<file path="src/source/soc_pkg.sv">
// package with the address map, bus widths, request opcode and request/response structs
`default_nettype none

package soc_pkg;

  // bus widths
  localparam int unsigned ADDR_W     = 32;
  localparam int unsigned DATA_W     = 64;
  localparam int unsigned STRB_W     = DATA_W / 8;

  // host ids are squeezed into a small slot index
  localparam int unsigned HOST_ID_W  = 8;
  localparam int unsigned TABLE_SIZE = 4;
  localparam int unsigned BUS_ID_W   = $clog2(TABLE_SIZE);

  // l2 address map
  localparam logic [ADDR_W-1:0] L2_BASE = 32'h1C00_0000;
  localparam int unsigned L2_SIZE    = 4096;
  localparam int unsigned L2_N_BANKS = 2;
  localparam int unsigned BANK_BYTES = L2_SIZE / L2_N_BANKS;
  localparam int unsigned BANK_WORDS = BANK_BYTES / STRB_W;

  // derived offsets inside the l2 window
  localparam int unsigned WORD_OFF_W = $clog2(STRB_W);
  localparam int unsigned BANK_IDX_W = $clog2(BANK_WORDS);
  localparam int unsigned BANK_OFF_W = $clog2(BANK_BYTES);
  localparam int unsigned BANK_SEL_W = $clog2(L2_N_BANKS);

  typedef enum logic {
    OP_READ  = 1'b0,
    OP_WRITE = 1'b1
  } req_op_e;

  // host side, wide id
  typedef struct packed {
    req_op_e               op;
    logic [ADDR_W-1:0]     addr;
    logic [DATA_W-1:0]     wdata;
    logic [STRB_W-1:0]     strb;
    logic [HOST_ID_W-1:0]  id;
  } host_req_t;

  typedef struct packed {
    logic [DATA_W-1:0]     rdata;
    logic                  err;
    logic [HOST_ID_W-1:0]  id;
  } host_rsp_t;

  // soc bus side, id is the remap slot
  typedef struct packed {
    req_op_e               op;
    logic [ADDR_W-1:0]     addr;
    logic [DATA_W-1:0]     wdata;
    logic [STRB_W-1:0]     strb;
    logic [BUS_ID_W-1:0]   id;
  } bus_req_t;

  typedef struct packed {
    logic [DATA_W-1:0]     rdata;
    logic                  err;
    logic [BUS_ID_W-1:0]   id;
  } bus_rsp_t;

  // request as seen by one bank, address already reduced to a word index
  typedef struct packed {
    req_op_e               op;
    logic [BANK_IDX_W-1:0] idx;
    logic [DATA_W-1:0]     wdata;
    logic [STRB_W-1:0]     strb;
    logic [BUS_ID_W-1:0]   id;
  } bank_req_t;

endpackage

`default_nettype wire

</file>
<file path="src/source/soc_bus.sv">
// soc bus: l2 address decode, bank steering, error responder and response merge
`timescale 1ns/1ps
`default_nettype none

module soc_bus (
  input  logic                                        clk_i,
  input  logic                                        arst_n_i,
  input  logic                                        req_valid_i,
  input  soc_pkg::bus_req_t                           req_i,
  output logic                                        rsp_valid_o,
  output soc_pkg::bus_rsp_t                           rsp_o,
  output logic [soc_pkg::L2_N_BANKS-1:0]              bank_req_valid_o,
  output soc_pkg::bank_req_t                          bank_req_o,
  input  logic [soc_pkg::L2_N_BANKS-1:0]              bank_rsp_valid_i,
  input  soc_pkg::bus_rsp_t [soc_pkg::L2_N_BANKS-1:0] bank_rsp_i
);

  import soc_pkg::*;

  logic [ADDR_W-1:0]     l2_off;
  logic                  in_l2;
  logic [BANK_SEL_W-1:0] bank_sel;
  logic                  err_valid_q;
  logic [BUS_ID_W-1:0]   err_id_q;

  // below the base wraps around to a large offset, so one compare covers both ends
  assign l2_off   = req_i.addr - L2_BASE;
  assign in_l2    = l2_off < ADDR_W'(L2_SIZE);
  assign bank_sel = l2_off[BANK_OFF_W +: BANK_SEL_W];

  always_comb begin
    for (int b = 0; b < L2_N_BANKS; b++) begin
      bank_req_valid_o[b] = req_valid_i & in_l2 & (bank_sel == BANK_SEL_W'(b));
    end
  end

  // shared request, only the selected bank sees a valid
  assign bank_req_o.op    = req_i.op;
  assign bank_req_o.idx   = l2_off[WORD_OFF_W +: BANK_IDX_W];
  assign bank_req_o.wdata = req_i.wdata;
  assign bank_req_o.strb  = req_i.strb;
  assign bank_req_o.id    = req_i.id;

  // decode miss, answered one cycle later like a bank would
  always_ff @(posedge clk_i or negedge arst_n_i) begin
    if (!arst_n_i) begin
      err_valid_q <= 1'b0;
    end else begin
      err_valid_q <= req_valid_i & ~in_l2;
    end
  end

  always_ff @(posedge clk_i) begin
    if (req_valid_i) begin
      err_id_q <= req_i.id;
    end
  end

  // equal latency on all paths keeps these mutually exclusive
  always_comb begin
    rsp_valid_o = err_valid_q;
    rsp_o.rdata = '0;
    rsp_o.err   = err_valid_q;
    rsp_o.id    = err_id_q;
    for (int b = 0; b < L2_N_BANKS; b++) begin
      if (bank_rsp_valid_i[b]) begin
        rsp_valid_o = 1'b1;
        rsp_o       = bank_rsp_i[b];
      end
    end
  end

  a_bank_rsp_onehot: assert property (@(posedge clk_i) disable iff (!arst_n_i)
    $onehot0(bank_rsp_valid_i))
    else $error("more than one bank response in a cycle");

  a_err_vs_bank: assert property (@(posedge clk_i) disable iff (!arst_n_i)
    err_valid_q |-> bank_rsp_valid_i == '0)
    else $error("error response collides with a bank response");

endmodule

`default_nettype wire

</file>
<file path="config.mk">
export PLATFORM = sky130hd
export DESIGN_NAME = soc_bus
export DESIGN_NICKNAME = d
export VERILOG_FILES = /design/src/source/soc_pkg.sv /design/src/source/soc_bus.sv
export SDC_FILE = /design/constraint.sdc
export NUM_CORES = 1
export LEC_CHECK = 0
export BUFFER_PORTS_ARGS = -buffer_cell sky130_fd_sc_hd__buf_2
export CELL_PAD_IN_SITES_DETAIL_PLACEMENT = 0
export CELL_PAD_IN_SITES_GLOBAL_PLACEMENT = 1
export CORE_AREA = 4 4 154 156
export DETAILED_ROUTE_END_ITERATION = 6
export DIE_AREA = 0 0 158 160
export PLACE_DENSITY_LB_ADDON = 0.1
export SYNTH_ARGS = -nofsm -noshare
export SYNTH_HDL_FRONTEND = slang
export SYNTH_SLANG_ARGS = --single-unit
</file>
<file path="constraint.sdc">
create_clock -name clk_i -period 1.13 [get_ports clk_i]
set_input_delay 0.226 -clock clk_i [delete_from_list [all_inputs] [get_ports clk_i]]
set_output_delay 0.226 -clock clk_i [all_outputs]
set_load 0.01 [all_outputs]
</file>
==> results.sh <==
export IMPL_status="finished with violations"
export IMPL_violations="negative setup slack"
export IMPL_die_area_sq_um=25300
export IMPL_layout_min_cycle_time_ns=1.48
export IMPL_ant_nets=0
export IMPL_arrival_ns=1.25
export IMPL_drtIter0Drc=24
export IMPL_postPlaceCellArea_sq_um=2440
export IMPL_hold_violations=0
export IMPL_fp_dieH_um=160
export IMPL_synth_edff_count=2
export IMPL_n_antenna_cell=0
export IMPL_cts_num_sinks=3
export IMPL_yosys_warnings=0
export IMPL_dpl_hpwl_um=7610
export IMPL_grt_pass1_wl_um=14100
export IMPL_synth_ff_type="edfxtp_1"
export IMPL_syn_nets=436
export IMPL_globalplace_congestion=0.671
export IMPL_path_class="in -> out"
export IMPL_postSynthCellCount=190
export IMPL_hold_path_class="in -> reg"
export IMPL_path_clk_slew_ns=0.03
export IMPL_syn_avg_cell_area_sq_um=8.15
export IMPL_start_util_pct=6.92
export IMPL_p_leak_uw=0.00162
export IMPL_wire_per_inst_um=16.4
export IMPL_max_cap_violations=0
export IMPL_via_per_inst=3.28
export IMPL_synthDistinctLibCells=22
export IMPL_setup_ws_ns=-0.350
export IMPL_holdWs_ns=0.193
export IMPL_start_kind="primary input"
export IMPL_numPortBuffers=233
export IMPL_ys_seq_area_share_pct=5.50
export IMPL_clock_fmax_mhz=676
export IMPL_routed_wl_um=10600
export IMPL_finalNetCount=610
export IMPL_fin_area_sq_um=3140
export IMPL_fp_row_count=55
export IMPL_gr_total_overflow=0
export IMPL_worst_slew_pin_slew_ns=0.254
export IMPL_irDropWorstVdd_uv=502
export IMPL_htree_levels=1
export IMPL_cp_end_kind="output pin"
export IMPL_die_w_um=158
export IMPL_setup_violations=70
export IMPL_cts_tree="yes"
export IMPL_vias=2128
export IMPL_max_slew_margin_pct=83.0
export IMPL_clk_path_buf_depth=2
export IMPL_grt_pass1_vias=2179
export IMPL_coreArea_sq_um=22400
export IMPL_crit_fanout=2
export IMPL_rsz0062_at_grt="true"
export IMPL_fillerInstances=2585
export IMPL_grt_max_degree=20
export IMPL_power_density_nw_per_um2=599
export IMPL_root_buffer="clkbuf_16"
export IMPL_drc_errors=0
export IMPL_slew_viol_final=0
export IMPL_drtPass1Iterations=3
export IMPL_synth_seq_cells=3
export IMPL_areaGrowthSynthToFinish_pct=103
export IMPL_netlist_area_sq_um=1550
export IMPL_grt_util_all_layers_pct=7.44
export IMPL_antenna_found_initial=0
export IMPL_cts_buffers=3
export IMPL_timing_final_crit_share_pct=131
export IMPL_critPathRequiredTime_ns=0.90
export IMPL_io_pins=399
export IMPL_drive_gt1_share_pct=77.4
export IMPL_synthArstFlopShare_pct=33.3
Yosys cell counts (2+ instances only):
cell,n,area [sq um]
a22o_1,63,552
buf_1,4,15.0
buf_2,2,10.0
buf_4,84,631
buf_6,7,78.8
clkbuf_1,2,7.51
edfxtp_1,2,60.1
mux2i_1,3,30.0
nand2_1,6,22.5
nor4_1,2,12.5
o21ai_0,4,20.0
through the flow:
stage,power (uW),util (%),cells,worst slack [ns],setup TNS (ns)
floorplan,821,-,190,-0.0987,-0.854
global placement,1060,10.9,621,-0.435,-12.82
detailed placement,1050,10.9,621,-0.436,-13.05
CTS,1960,14.3,650,-0.388,-14.29
global route,2010,14.0,648,-0.400,-14.93
finish,1880,14.0,648,-0.350,-12.47
state kept, by name, indices dropped and copies added (netlist names):
name         cells
err_id_q         2
err_valid_q      1
cells in the final DEF, fill, tap and decap left out:
master         Yosys  layout
buf_8              0       2
edfxtp_1           2       2
nor2b_4            1       1
buf_12             0      13
nor4_2             1       2
a22o_4             0       1
nor4b_4            0       1
nand3_2            0       1
nor3_2             0       1
o21ai_1            0       3
a22o_1            63      62
buf_4             84       5
nor4_4             0       1
clkbuf_16          0       3
nand2_4            0       1
dfrtp_1            1       1
nand4_1            1       1
nand2_1            6       5
nor4b_2            1       1
buf_16             0       5
buf_2              2     219
buf_6              7      23
dlygate4sd3_1      0       1
or3_1              1       1
nor2_1             1       1
mux2i_1            3       3
o21ai_2            0       1
o21a_1             1       1
clkbuf_1           2       1
critical path, cell delays in order:
cell,delay [ns]
buf_6,0.09
nor4_2,0.24
nand4_1,0.18
nor4b_2,0.33
buf_2,0.19
final timing paths:
path / startpoint / endpoint / slack (ns) / cells past startpoint
setup / recovery: req_i[87] / bank_req_valid_o[0] / -0.35 / 5
hold / removal: req_i[0] / err_id_q[0] / 0.19 / 1
max in group asynchronous: arst_n_i / err_valid_q / 0.74 / 2
min in group asynchronous: arst_n_i / err_valid_q / 0.31 / 2
timing repair:
action / CTS / global route
pin swaps: 12 / 9
hold buffers: 1 / 0
gates resized for setup: 58 / 6
setup endpoints to repair: 70 / 70
endpoints found under the hold margin: 1 / 0
buffers inserted: 15 / 5
cloned: 12 / 0
routing by layer:
layer / global-route usage, % / vias to the layer above / part of all wire (%)
met5: 0 / - / 0
met4: 2.79 / 0 / 4.0
met3: 1.76 / 41 / 11
met2: 14.5 / 164 / 52
met1: 7.46 / 945 / 34
li1: - / 978 / -
where the power goes:
group | leakage [uW] | switching [uW] | internal [uW]
sequential | 0.0000312 | 3.18 | 127
combinational | 0.00155 | 493 | 690
clock | 0.0000382 | 101 | 466
kinds of logic (layout without fill, tap and decap cells):
family                 after synthesis  after routing  share of synthesized area [%]
AO/OA/AOI/OAI                       68             68                           37.4
buffers and inverters               99            272                           47.9
AND/OR/NAND/NOR                     17             17                           7.19
multiplexers                         3              3                           1.94
flip-flops                           3              3                           5.50
layout make-up:
cell class                 count  area [sq um]  share of cell area [%]
multi-input combinational     88           787                    25.1
clock buffer                   4          78.8                    2.51
timing repair buffer         268          1830                    58.3
tap                          285           357                    11.4
sequential                     3          85.1                    2.71
(Power assumes the default switching activity.)
