File: config.mk
export PLATFORM = sky130hd
export DESIGN_NAME = id_remap
export DESIGN_NICKNAME = d
export VERILOG_FILES = /design/src/source/soc_pkg.sv /design/src/source/id_remap.sv
export SDC_FILE = /design/constraint.sdc
export NUM_CORES = 1
export LEC_CHECK = 0
export BUFFER_PORTS_ARGS = -buffer_cell sky130_fd_sc_hd__buf_4
export CELL_PAD_IN_SITES_DETAIL_PLACEMENT = 1
export CELL_PAD_IN_SITES_GLOBAL_PLACEMENT = 1
export CORE_MARGIN = 8
export CORE_UTILIZATION = 33
export DETAILED_ROUTE_END_ITERATION = 12
export PLACE_DENSITY_LB_ADDON = 0.08
export RECOVER_POWER = 100
export SETUP_SLACK_MARGIN = 0.5
export SKIP_LAST_GASP = 1
export SLEW_MARGIN = 10
export SYNTH_ARGS = -nofsm -noshare
export SYNTH_HDL_FRONTEND = slang
export SYNTH_SLANG_ARGS = --single-unit
export TNS_END_PERCENT = 50
File: constraint.sdc
create_clock -name clk_i -period 6.2 [get_ports clk_i]
set_input_delay 0 -clock clk_i [delete_from_list [all_inputs] [get_ports clk_i]]
set_output_delay 0 -clock clk_i [all_outputs]
set_load 0.01 [all_outputs]
File: src/source/soc_pkg.sv
// package with the address map, bus widths, request opcode and request/response structs
`default_nettype none

package soc_pkg;

  // bus widths
  localparam int unsigned ADDR_W     = 32;
  localparam int unsigned DATA_W     = 64;
  localparam int unsigned STRB_W     = DATA_W / 8;

  // host ids are squeezed into a small slot index
  localparam int unsigned HOST_ID_W  = 8;
  localparam int unsigned TABLE_SIZE = 4;
  localparam int unsigned BUS_ID_W   = $clog2(TABLE_SIZE);

  // l2 address map
  localparam logic [ADDR_W-1:0] L2_BASE = 32'h1C00_0000;
  localparam int unsigned L2_SIZE    = 4096;
  localparam int unsigned L2_N_BANKS = 2;
  localparam int unsigned BANK_BYTES = L2_SIZE / L2_N_BANKS;
  localparam int unsigned BANK_WORDS = BANK_BYTES / STRB_W;

  // derived offsets inside the l2 window
  localparam int unsigned WORD_OFF_W = $clog2(STRB_W);
  localparam int unsigned BANK_IDX_W = $clog2(BANK_WORDS);
  localparam int unsigned BANK_OFF_W = $clog2(BANK_BYTES);
  localparam int unsigned BANK_SEL_W = $clog2(L2_N_BANKS);

  typedef enum logic {
    OP_READ  = 1'b0,
    OP_WRITE = 1'b1
  } req_op_e;

  // host side, wide id
  typedef struct packed {
    req_op_e               op;
    logic [ADDR_W-1:0]     addr;
    logic [DATA_W-1:0]     wdata;
    logic [STRB_W-1:0]     strb;
    logic [HOST_ID_W-1:0]  id;
  } host_req_t;

  typedef struct packed {
    logic [DATA_W-1:0]     rdata;
    logic                  err;
    logic [HOST_ID_W-1:0]  id;
  } host_rsp_t;

  // soc bus side, id is the remap slot
  typedef struct packed {
    req_op_e               op;
    logic [ADDR_W-1:0]     addr;
    logic [DATA_W-1:0]     wdata;
    logic [STRB_W-1:0]     strb;
    logic [BUS_ID_W-1:0]   id;
  } bus_req_t;

  typedef struct packed {
    logic [DATA_W-1:0]     rdata;
    logic                  err;
    logic [BUS_ID_W-1:0]   id;
  } bus_rsp_t;

  // request as seen by one bank, address already reduced to a word index
  typedef struct packed {
    req_op_e               op;
    logic [BANK_IDX_W-1:0] idx;
    logic [DATA_W-1:0]     wdata;
    logic [STRB_W-1:0]     strb;
    logic [BUS_ID_W-1:0]   id;
  } bank_req_t;

endpackage

`default_nettype wire

File: src/source/id_remap.sv
// id remapper: slot table for host ids and the registered request towards the soc bus
`timescale 1ns/1ps
`default_nettype none

module id_remap (
  input  logic               clk_i,
  input  logic               arst_n_i,
  input  logic               host_req_valid_i,
  input  soc_pkg::host_req_t host_req_i,
  output logic               host_req_ready_o,
  output logic               host_rsp_valid_o,
  output soc_pkg::host_rsp_t host_rsp_o,
  output logic               bus_req_valid_o,
  output soc_pkg::bus_req_t  bus_req_o,
  input  logic               bus_rsp_valid_i,
  input  soc_pkg::bus_rsp_t  bus_rsp_i
);

  import soc_pkg::*;

  logic [TABLE_SIZE-1:0] used_q;
  logic [TABLE_SIZE-1:0] used_d;
  logic [TABLE_SIZE-1:0] free_mask;
  logic [TABLE_SIZE-1:0] avail;
  logic [BUS_ID_W-1:0]   alloc_idx;
  logic                  accept;
  logic [HOST_ID_W-1:0]  id_table_q [TABLE_SIZE];
  logic                  bus_req_valid_q;
  bus_req_t              bus_req_q;

  // slot handed back by this cycle's response
  always_comb begin
    free_mask = '0;
    if (bus_rsp_valid_i) begin
      free_mask[bus_rsp_i.id] = 1'b1;
    end
  end

  // a slot freed this cycle may be reused right away
  assign avail = ~used_q | free_mask;

  // lowest available slot wins
  always_comb begin
    alloc_idx = '0;
    for (int i = TABLE_SIZE - 1; i >= 0; i--) begin
      if (avail[i]) begin
        alloc_idx = BUS_ID_W'(i);
      end
    end
  end

  assign host_req_ready_o = |avail;
  assign accept           = host_req_valid_i & host_req_ready_o;

  always_comb begin
    used_d = used_q & ~free_mask;
    if (accept) begin
      used_d[alloc_idx] = 1'b1;
    end
  end

  always_ff @(posedge clk_i or negedge arst_n_i) begin
    if (!arst_n_i) begin
      used_q          <= '0;
      bus_req_valid_q <= 1'b0;
    end else begin
      used_q          <= used_d;
      bus_req_valid_q <= accept;
    end
  end

  // host id kept per slot, request forwarded with the slot as id
  always_ff @(posedge clk_i) begin
    if (accept) begin
      id_table_q[alloc_idx] <= host_req_i.id;
      bus_req_q.op          <= host_req_i.op;
      bus_req_q.addr        <= host_req_i.addr;
      bus_req_q.wdata       <= host_req_i.wdata;
      bus_req_q.strb        <= host_req_i.strb;
      bus_req_q.id          <= alloc_idx;
    end
  end

  assign bus_req_valid_o = bus_req_valid_q;
  assign bus_req_o       = bus_req_q;

  // response path is pure lookup, no extra cycle
  assign host_rsp_valid_o = bus_rsp_valid_i;
  assign host_rsp_o.rdata = bus_rsp_i.rdata;
  assign host_rsp_o.err   = bus_rsp_i.err;
  assign host_rsp_o.id    = id_table_q[bus_rsp_i.id];

  // downstream only ever answers on slots this table handed out
  a_rsp_slot_used: assert property (@(posedge clk_i) disable iff (!arst_n_i)
    bus_rsp_valid_i |-> used_q[bus_rsp_i.id])
    else $error("response on free slot %0d", bus_rsp_i.id);

endmodule

`default_nettype wire

==> reports/metrics.csv, run 1 <==
stage;metric;value;unit
place;IO Port Bufs;236;
place;placed standard-cell area;6740;um^2
setup_path;Worst Path Max Fanout;83;
synthesis;fraction of registers with async set or reset after synthesis;3.47;%
sta;Fin Hold WS;0.00392;ps
setup_path;critical path's largest stage delay;1240;ps
floorplanning;Vert. Die Dim;142;um
floorplanning;core box area;15700;um^2
layout;NumNets Final;741;
clock_network;CTS max path bufs;2;
place;Setup WS pre-CTS;3830;ps
setup_path;Worst EP required;6230;ps
detailed_routing;DRC Markers;0;
pwr;Int Power;2010;uW
detailed_routing;final wirelength;16.2;mm
clock_network;Root Buffer;clkbuf_16;
pwr;Comb power frac;11.3;%
hold_path;WHS Path Cells;0;
detailed_routing;First-pass DRT Iterations;4;
layout;share of cells above drive strength 1;24.6;%
global_route;initial antenna violation count;2;
pwr;PD cells;318;nW/um^2
synthesis;sequential cell area fraction in the yosys report;82.5;%
sta;Final period util;54.1;%
synthesis;leading cell type by number of instances after synthesis;edfxtp_1;
floorplanning;die area;20100;um^2
global_route;largest net degree at the start of global routing;84;
synthesis;Unique masters post-synth;26;
global_route;vias in the first global route;3960;
run;MaxCap Viol Count;1;
clock_network;CTS-repair resized insts;0;
synthesis;Synth area leaders;edfxtp_1 (80%), buf_4 (9.5%), mux4_1 (2.5%), dfrtp_1 (2.4%), mux4_2 (1.3%);
pwr;Net Sw Power;557;uW
global_route;grt total ovfl;0;
sta;Least-Margin Pin Slew;1630;ps
outcome;failing checks;capacitance limit, slew limit;
setup_path;crit path kind;reg2reg;
sta;FMAX;298;MHz
hold_path;Hold Crit Class;in2out;
floorplanning;Die W;142;um
outcome;status;complete, but fails checks;
sta;final setup fails;0;
synthesis;#FFs+latches synth;144;
synthesis;syn_area_per_cell;20.6;um^2
setup_path;Critical Path Slowest Stage Cell;and2_0;
floorplanning;io pins;367;
synthesis;area share of the largest cell type after synthesis;80.1;%
setup_path;Setup crit end kind;flop;
synthesis;Mapped Cells;253;
detailed_routing;drt wl/cell;20.6;um
detailed_routing;antenna-violating nets left;0;
clock_network;clock sink count;144;
setup_path;buffers and inverters on the worst path;1;
sta;RSZ-0062 raised after global routing;false;
hold_path;Hold Path End;host_rsp_o[13];
detailed_routing;vias;3398;
pwr;Worst VDD drop;0.176;mV
synthesis;Yosys top cell by area;edfxtp_1;
setup_path;FF-to-FF Start;used_q[3];
synthesis;Primary FF master, synth;edfxtp_1;
synthesis;Commonest cells post-synth;edfxtp_1 (139), buf_4 (66), dfrtp_1 (5), mux4_1 (5);
place;dpl hpwl;11.4;mm
setup_path;worst r2r dst;bus_req_o[2];
clock_network;clk_lat worst skew;420;ps
pwr;clock network power share;42.3;%
clock_network;Reg clk slew, reported paths;60;ps
global_route;first-pass GRT wire length;24.1;mm
synthesis;Post-Syn Nets;437;
setup_path;Crit path max-delay family;simple AND/OR/NAND/NOR gates;
clock_network;H-Tree Depth;4;
pwr;sequential share of power;46.5;%
synthesis;Synth Warn #;0;
clock_network;hold buffer count at cts;118;
sta;final hold vios;0;
place;GPL Wtd Cong;0.739;
pwr;leak pwr;0.00297;uW
global_route;total track usage;16.5;%
layout;final non-filler cell total;788;
sta;setup slack after layout;2850;ps
clock_network;CTS tree;yes;
synthesis;Post-synth EDFFs;139;
synthesis;synthesized area;5210;um^2
detailed_routing;Via density;4.31;
layout;Layout fillers;1580;
hold_path;hold path startpoint;bus_rsp_i[7];
sta;worst clock skew;8.24;ps
place;dpl cells;636;
layout;Finished Cell Area;8070;um^2
setup_path;R2R depth;4;
sta;Rel. slew slack;-8.88;%
sta;Final Slew Violations;27;
clock_network;CTS Buf Count;17;
clock_network;setup bufs post-CTS;0;
sta;post-layout minimum cycle time;3350;ps
setup_path;CP arrival;3380;ps
layout;Layout area overhead;54.8;%
setup_path;Critical Path Start Type;flop;
pwr;sw frac;21.7;%
setup_path;R2R setup slack;2850;ps
floorplanning;initial core utilization;33.3;%
sta;setup_tns;0;ps
detailed_routing;Starting DRT DRC Count;145;
setup_path;worst-path cell chain;nor2b_1 -> nand4_1 -> and2_0 -> buf_4;
floorplanning;# rows;46;
==> layout make-up <==
type	instances	area, um^2	share of cell area, %
Multi-Input combinational cell	38	378	4.68
Clock buffer	20	437	5.41
Timing Repair Buffer	356	2490	30.9
Clock inverter	12	189	2.34
Antenna cell	2	5.00	0.0620
Sequential cell	144	4300	53.3
Tap cell	216	270	3.35
==> sequential cells by signal, indices dropped and copies added, names as in the netlist <==
name             flops
used_q               4
id_table_q          32
bus_req_valid_o      1
bus_req_o          107
==> through the flow <==
stage / util [%] / power (uW)
after global placement: 43.0 / 1500
after detailed placement: 43.0 / 1500
final: 51.5 / 2570
after global routing: 51.5 / 2660
after floorplan: - / 1350
after CTS: 54.6 / 2660
==> power groups by stage <==
stage,clock [uW],sequential (uW),combinational (uW)
after floorplan,0,1250,105
after global placement,0,1210,288
after detailed placement,0,1210,289
after CTS,1110,1190,355
after global routing,1140,1200,315
final,1090,1190,290
==> per-layer routing <==
metal / vias up / share of wire [%] / track usage (%)
met1: 1673 / 34 / 16.0
met5: - / 0 / 0
li1: 1514 / - / -
met3: 37 / 12 / 9.61
met4: 0 / 2.1 / 7.24
met2: 174 / 52 / 27.9
==> logic make-up after synthesis <==
| kind of cell | synth area share [%] |
|---|---|
| mux | 3.82 |
| buf+inv | 10.3 |
| compound gates | 1.42 |
| flops | 82.5 |
| simple gates | 2.02 |
==> cells in the final DEF, fill, tap and decap left out, types with 3 or more instances in the layout <==
| cell type | instances |
|---|---|
| a21oi_1 | 3 |
| a31oi_1 | 3 |
| buf_4 | 5 |
| bufinv_16 | 5 |
| clkbuf_1 | 130 |
| clkbuf_16 | 17 |
| clkbuf_4 | 106 |
| clkinv_1 | 4 |
| dfrtp_1 | 5 |
| dlygate4sd3_1 | 118 |
| edfxtp_1 | 139 |
| mux4_1 | 5 |
| mux4_2 | 3 |
| nand2_1 | 3 |
| nand3_1 | 3 |
| nor2_1 | 3 |
==> how the worst max path moves through the flow <==
stage / from / cells after the start / endpoint
3_3_place_gp: used_q[3] / 4 / bus_req_o[14]
4_1_cts: used_q[3] / 4 / bus_req_o[2]
3_5_place_dp: used_q[3] / 4 / bus_req_o[95]
6_report: used_q[3] / 4 / bus_req_o[2]
2_1_floorplan: used_q[1] / 3 / bus_req_o[0]
5_1_grt: used_q[3] / 4 / bus_req_o[2]
(Power assumes the default switching activity.)
==> run 2, diff against run 1 <==
CORE_UTILIZATION = 28   (was 33)
clock period = 2.69 ns   (was 6.2 ns; I/O delays follow)
==> reports/metrics.csv, run 2 (same netlist as run 1, synthesis figures left out) <==
stage;metric;value;unit;change
layout;footprint of the multi-input gates;380;um^2;+0.66%
setup_path;crit path kind;reg2reg;;
global_route;total track usage;14.0;%;-2.5 points
sta;post-layout minimum cycle time;2140;ps;-1220 ps
floorplanning;die area;23200;um^2;+16%
detailed_routing;drt wl/cell;19.5;um;-5.5%
sta;Rel. slew slack;45.6;%;+55 points
floorplanning;Die W;152;um;+7.6%
global_route;initial antenna violation count;3;;+1
sta;Final period util;79.4;%;+25 points
clock_network;CTS max path bufs;2;;unchanged
outcome;status;complete, no violations;;
place;GPL Wtd Cong;0.722;;-2.3%
place;placed standard-cell area;6810;um^2;+1.0%
layout;Largest register FFs;107;;unchanged
floorplanning;io pins;367;;unchanged
pwr;leak pwr;0.00299;uW;+0.43%
setup_path;worst-path cell chain;nor2b_1 -> nand4_1 -> and2_4 -> clkbuf_2;;
run;MaxCap Viol Count;0;;-1
floorplanning;# rows;50;;+8.7%
sta;Final Slew Violations;0;;-100%
layout;Layout area overhead;55.7;%;
clock_network;Reg clk slew, reported paths;60;ps;about the same
global_route;first-pass GRT wire length;24.4;mm;+1.4%
sta;FMAX;468;MHz;+57%
setup_path;critical path's largest stage delay;650;ps;-590 ps
sta;final hold vios;0;;unchanged
clock_network;hold buffer count at cts;118;;unchanged
clock_network;CTS tree;yes;;
detailed_routing;antenna-violating nets left;0;;unchanged
detailed_routing;Starting DRT DRC Count;143;;-1.4%
clock_network;Root Buffer;clkbuf_16;;
detailed_routing;vias;3334;;-1.9%
layout;FF+latch area;4300;um^2;unchanged
sta;setup_tns;0;ps;unchanged
floorplanning;initial core utilization;28.1;%;-5.1 points
layout;most frequent cells in the layout;edfxtp_1 (139), clkbuf_1 (132), dlygate4sd3_1 (118);;
hold_path;Hold Crit Class;in2out;;
layout;Finished Core Util;43.8;%;-7.7 points
setup_path;Critical Path Start Type;flop;;
layout;NumNets Final;744;;+0.40%
setup_path;Worst Path Max Fanout;30;;-64%
pwr;PD cells;731;nW/um^2;+130%
detailed_routing;Via density;4.12;;-4.4%
place;IO Port Bufs;236;;unchanged
setup_path;Setup crit end kind;flop;;
clock_network;clk_lat worst skew;420;ps;about the same
global_route;largest net degree at the start of global routing;53;;-37%
global_route;vias in the first global route;4121;;+4.1%
sta;Least-Margin Pin Slew;812;ps;-820 ps
clock_network;CTS-repair resized insts;0;;unchanged
clock_network;CTS Buf Count;17;;unchanged
global_route;grt total ovfl;0;;unchanged
setup_path;Critical Path Slowest Stage Cell;clkbuf_2;;
sta;final setup fails;0;;unchanged
layout;commonest non-fill, non-tap cell in the layout;edfxtp_1;;
layout;Layout fillers;1878;;+19%
setup_path;CP arrival;2180;ps;-1200 ps
floorplanning;core box area;18500;um^2;+18%
layout;share of cells above drive strength 1;25.0;%;+0.44 points
detailed_routing;DRC Markers;0;;unchanged
place;dpl hpwl;11.7;mm;+2.6%
clock_network;setup bufs post-CTS;0;;unchanged
detailed_routing;First-pass DRT Iterations;4;;unchanged
detailed_routing;final wirelength;15.8;mm;-3.0%
sta;worst clock skew;7.70;ps;-0.539 ps
pwr;Worst VDD drop;0.385;mV;+120%
clock_network;clock sink count;144;;unchanged
floorplanning;Vert. Die Dim;152;um;+7.6%
layout;Finished Cell Area;8120;um^2;+0.59%
clock_network;H-Tree Depth;4;;unchanged
setup_path;Worst EP required;2730;ps;-3500 ps
sta;RSZ-0062 raised after global routing;false;;
-- run 2: critical path: cells and delay by family (launching register included) --
kind | cells | cell delay (ps)
AND/OR/NAND/NOR | 3 | 700
buffers and inverters | 1 | 650
flip-flops | 1 | 400
-- run 2: per-stage QoR --
step	instances	hold WS [ps]	setup slack [ps]	total power, uW
final	809	0.00443	554	5940
after global routing	809	0.0146	388	6180
after CTS	806	0.0686	855	6180
after detailed placement	657	-190	863	3480
after global placement	657	-191	907	3470
after floorplan	253	-296	743	3100
-- run 2: report_power, final --
part,internal [uW],total [uW],switching [uW]
logic,319,673,355
registers,2690,2750,59.2
clock network,1630,2520,885
total,4640,5940,1300
-- run 2: worst paths after layout --
check	startpoint	endpoint	slack [ps]	cells after the start
worst min-delay path	bus_rsp_i[16]	host_rsp_o[22]	0.004	0
worst min register to register	used_q[2]	used_q[2]	640	2
worst max register to register	used_q[3]	bus_req_o[7]	550	4
max in group asynchronous	arst_n_i	used_q[1]	1940	3
worst max-delay path	used_q[3]	bus_req_o[7]	550	4
min in group asynchronous	arst_n_i	used_q[0]	540	3
-- run 2: layer usage --
layer | routed length, um | global-route usage, % | share of wire, %
met5 | 0 | 0 | 0
met4 | 238 | 5.18 | 1.5
met3 | 2100 | 9.67 | 13
met2 | 8160 | 24.3 | 52
met1 | 5270 | 12.7 | 33
-- run 2: area by class of cell --
type / count / area share (%)
Antenna cell: 3 / 0.0925
Timing Repair Buffer: 359 / 31.0
Multi-Input combinational cell: 38 / 4.69
Sequential cell: 144 / 53.0
Clock buffer: 19 / 5.33
Tap cell: 234 / 3.61
Clock inverter: 12 / 2.36
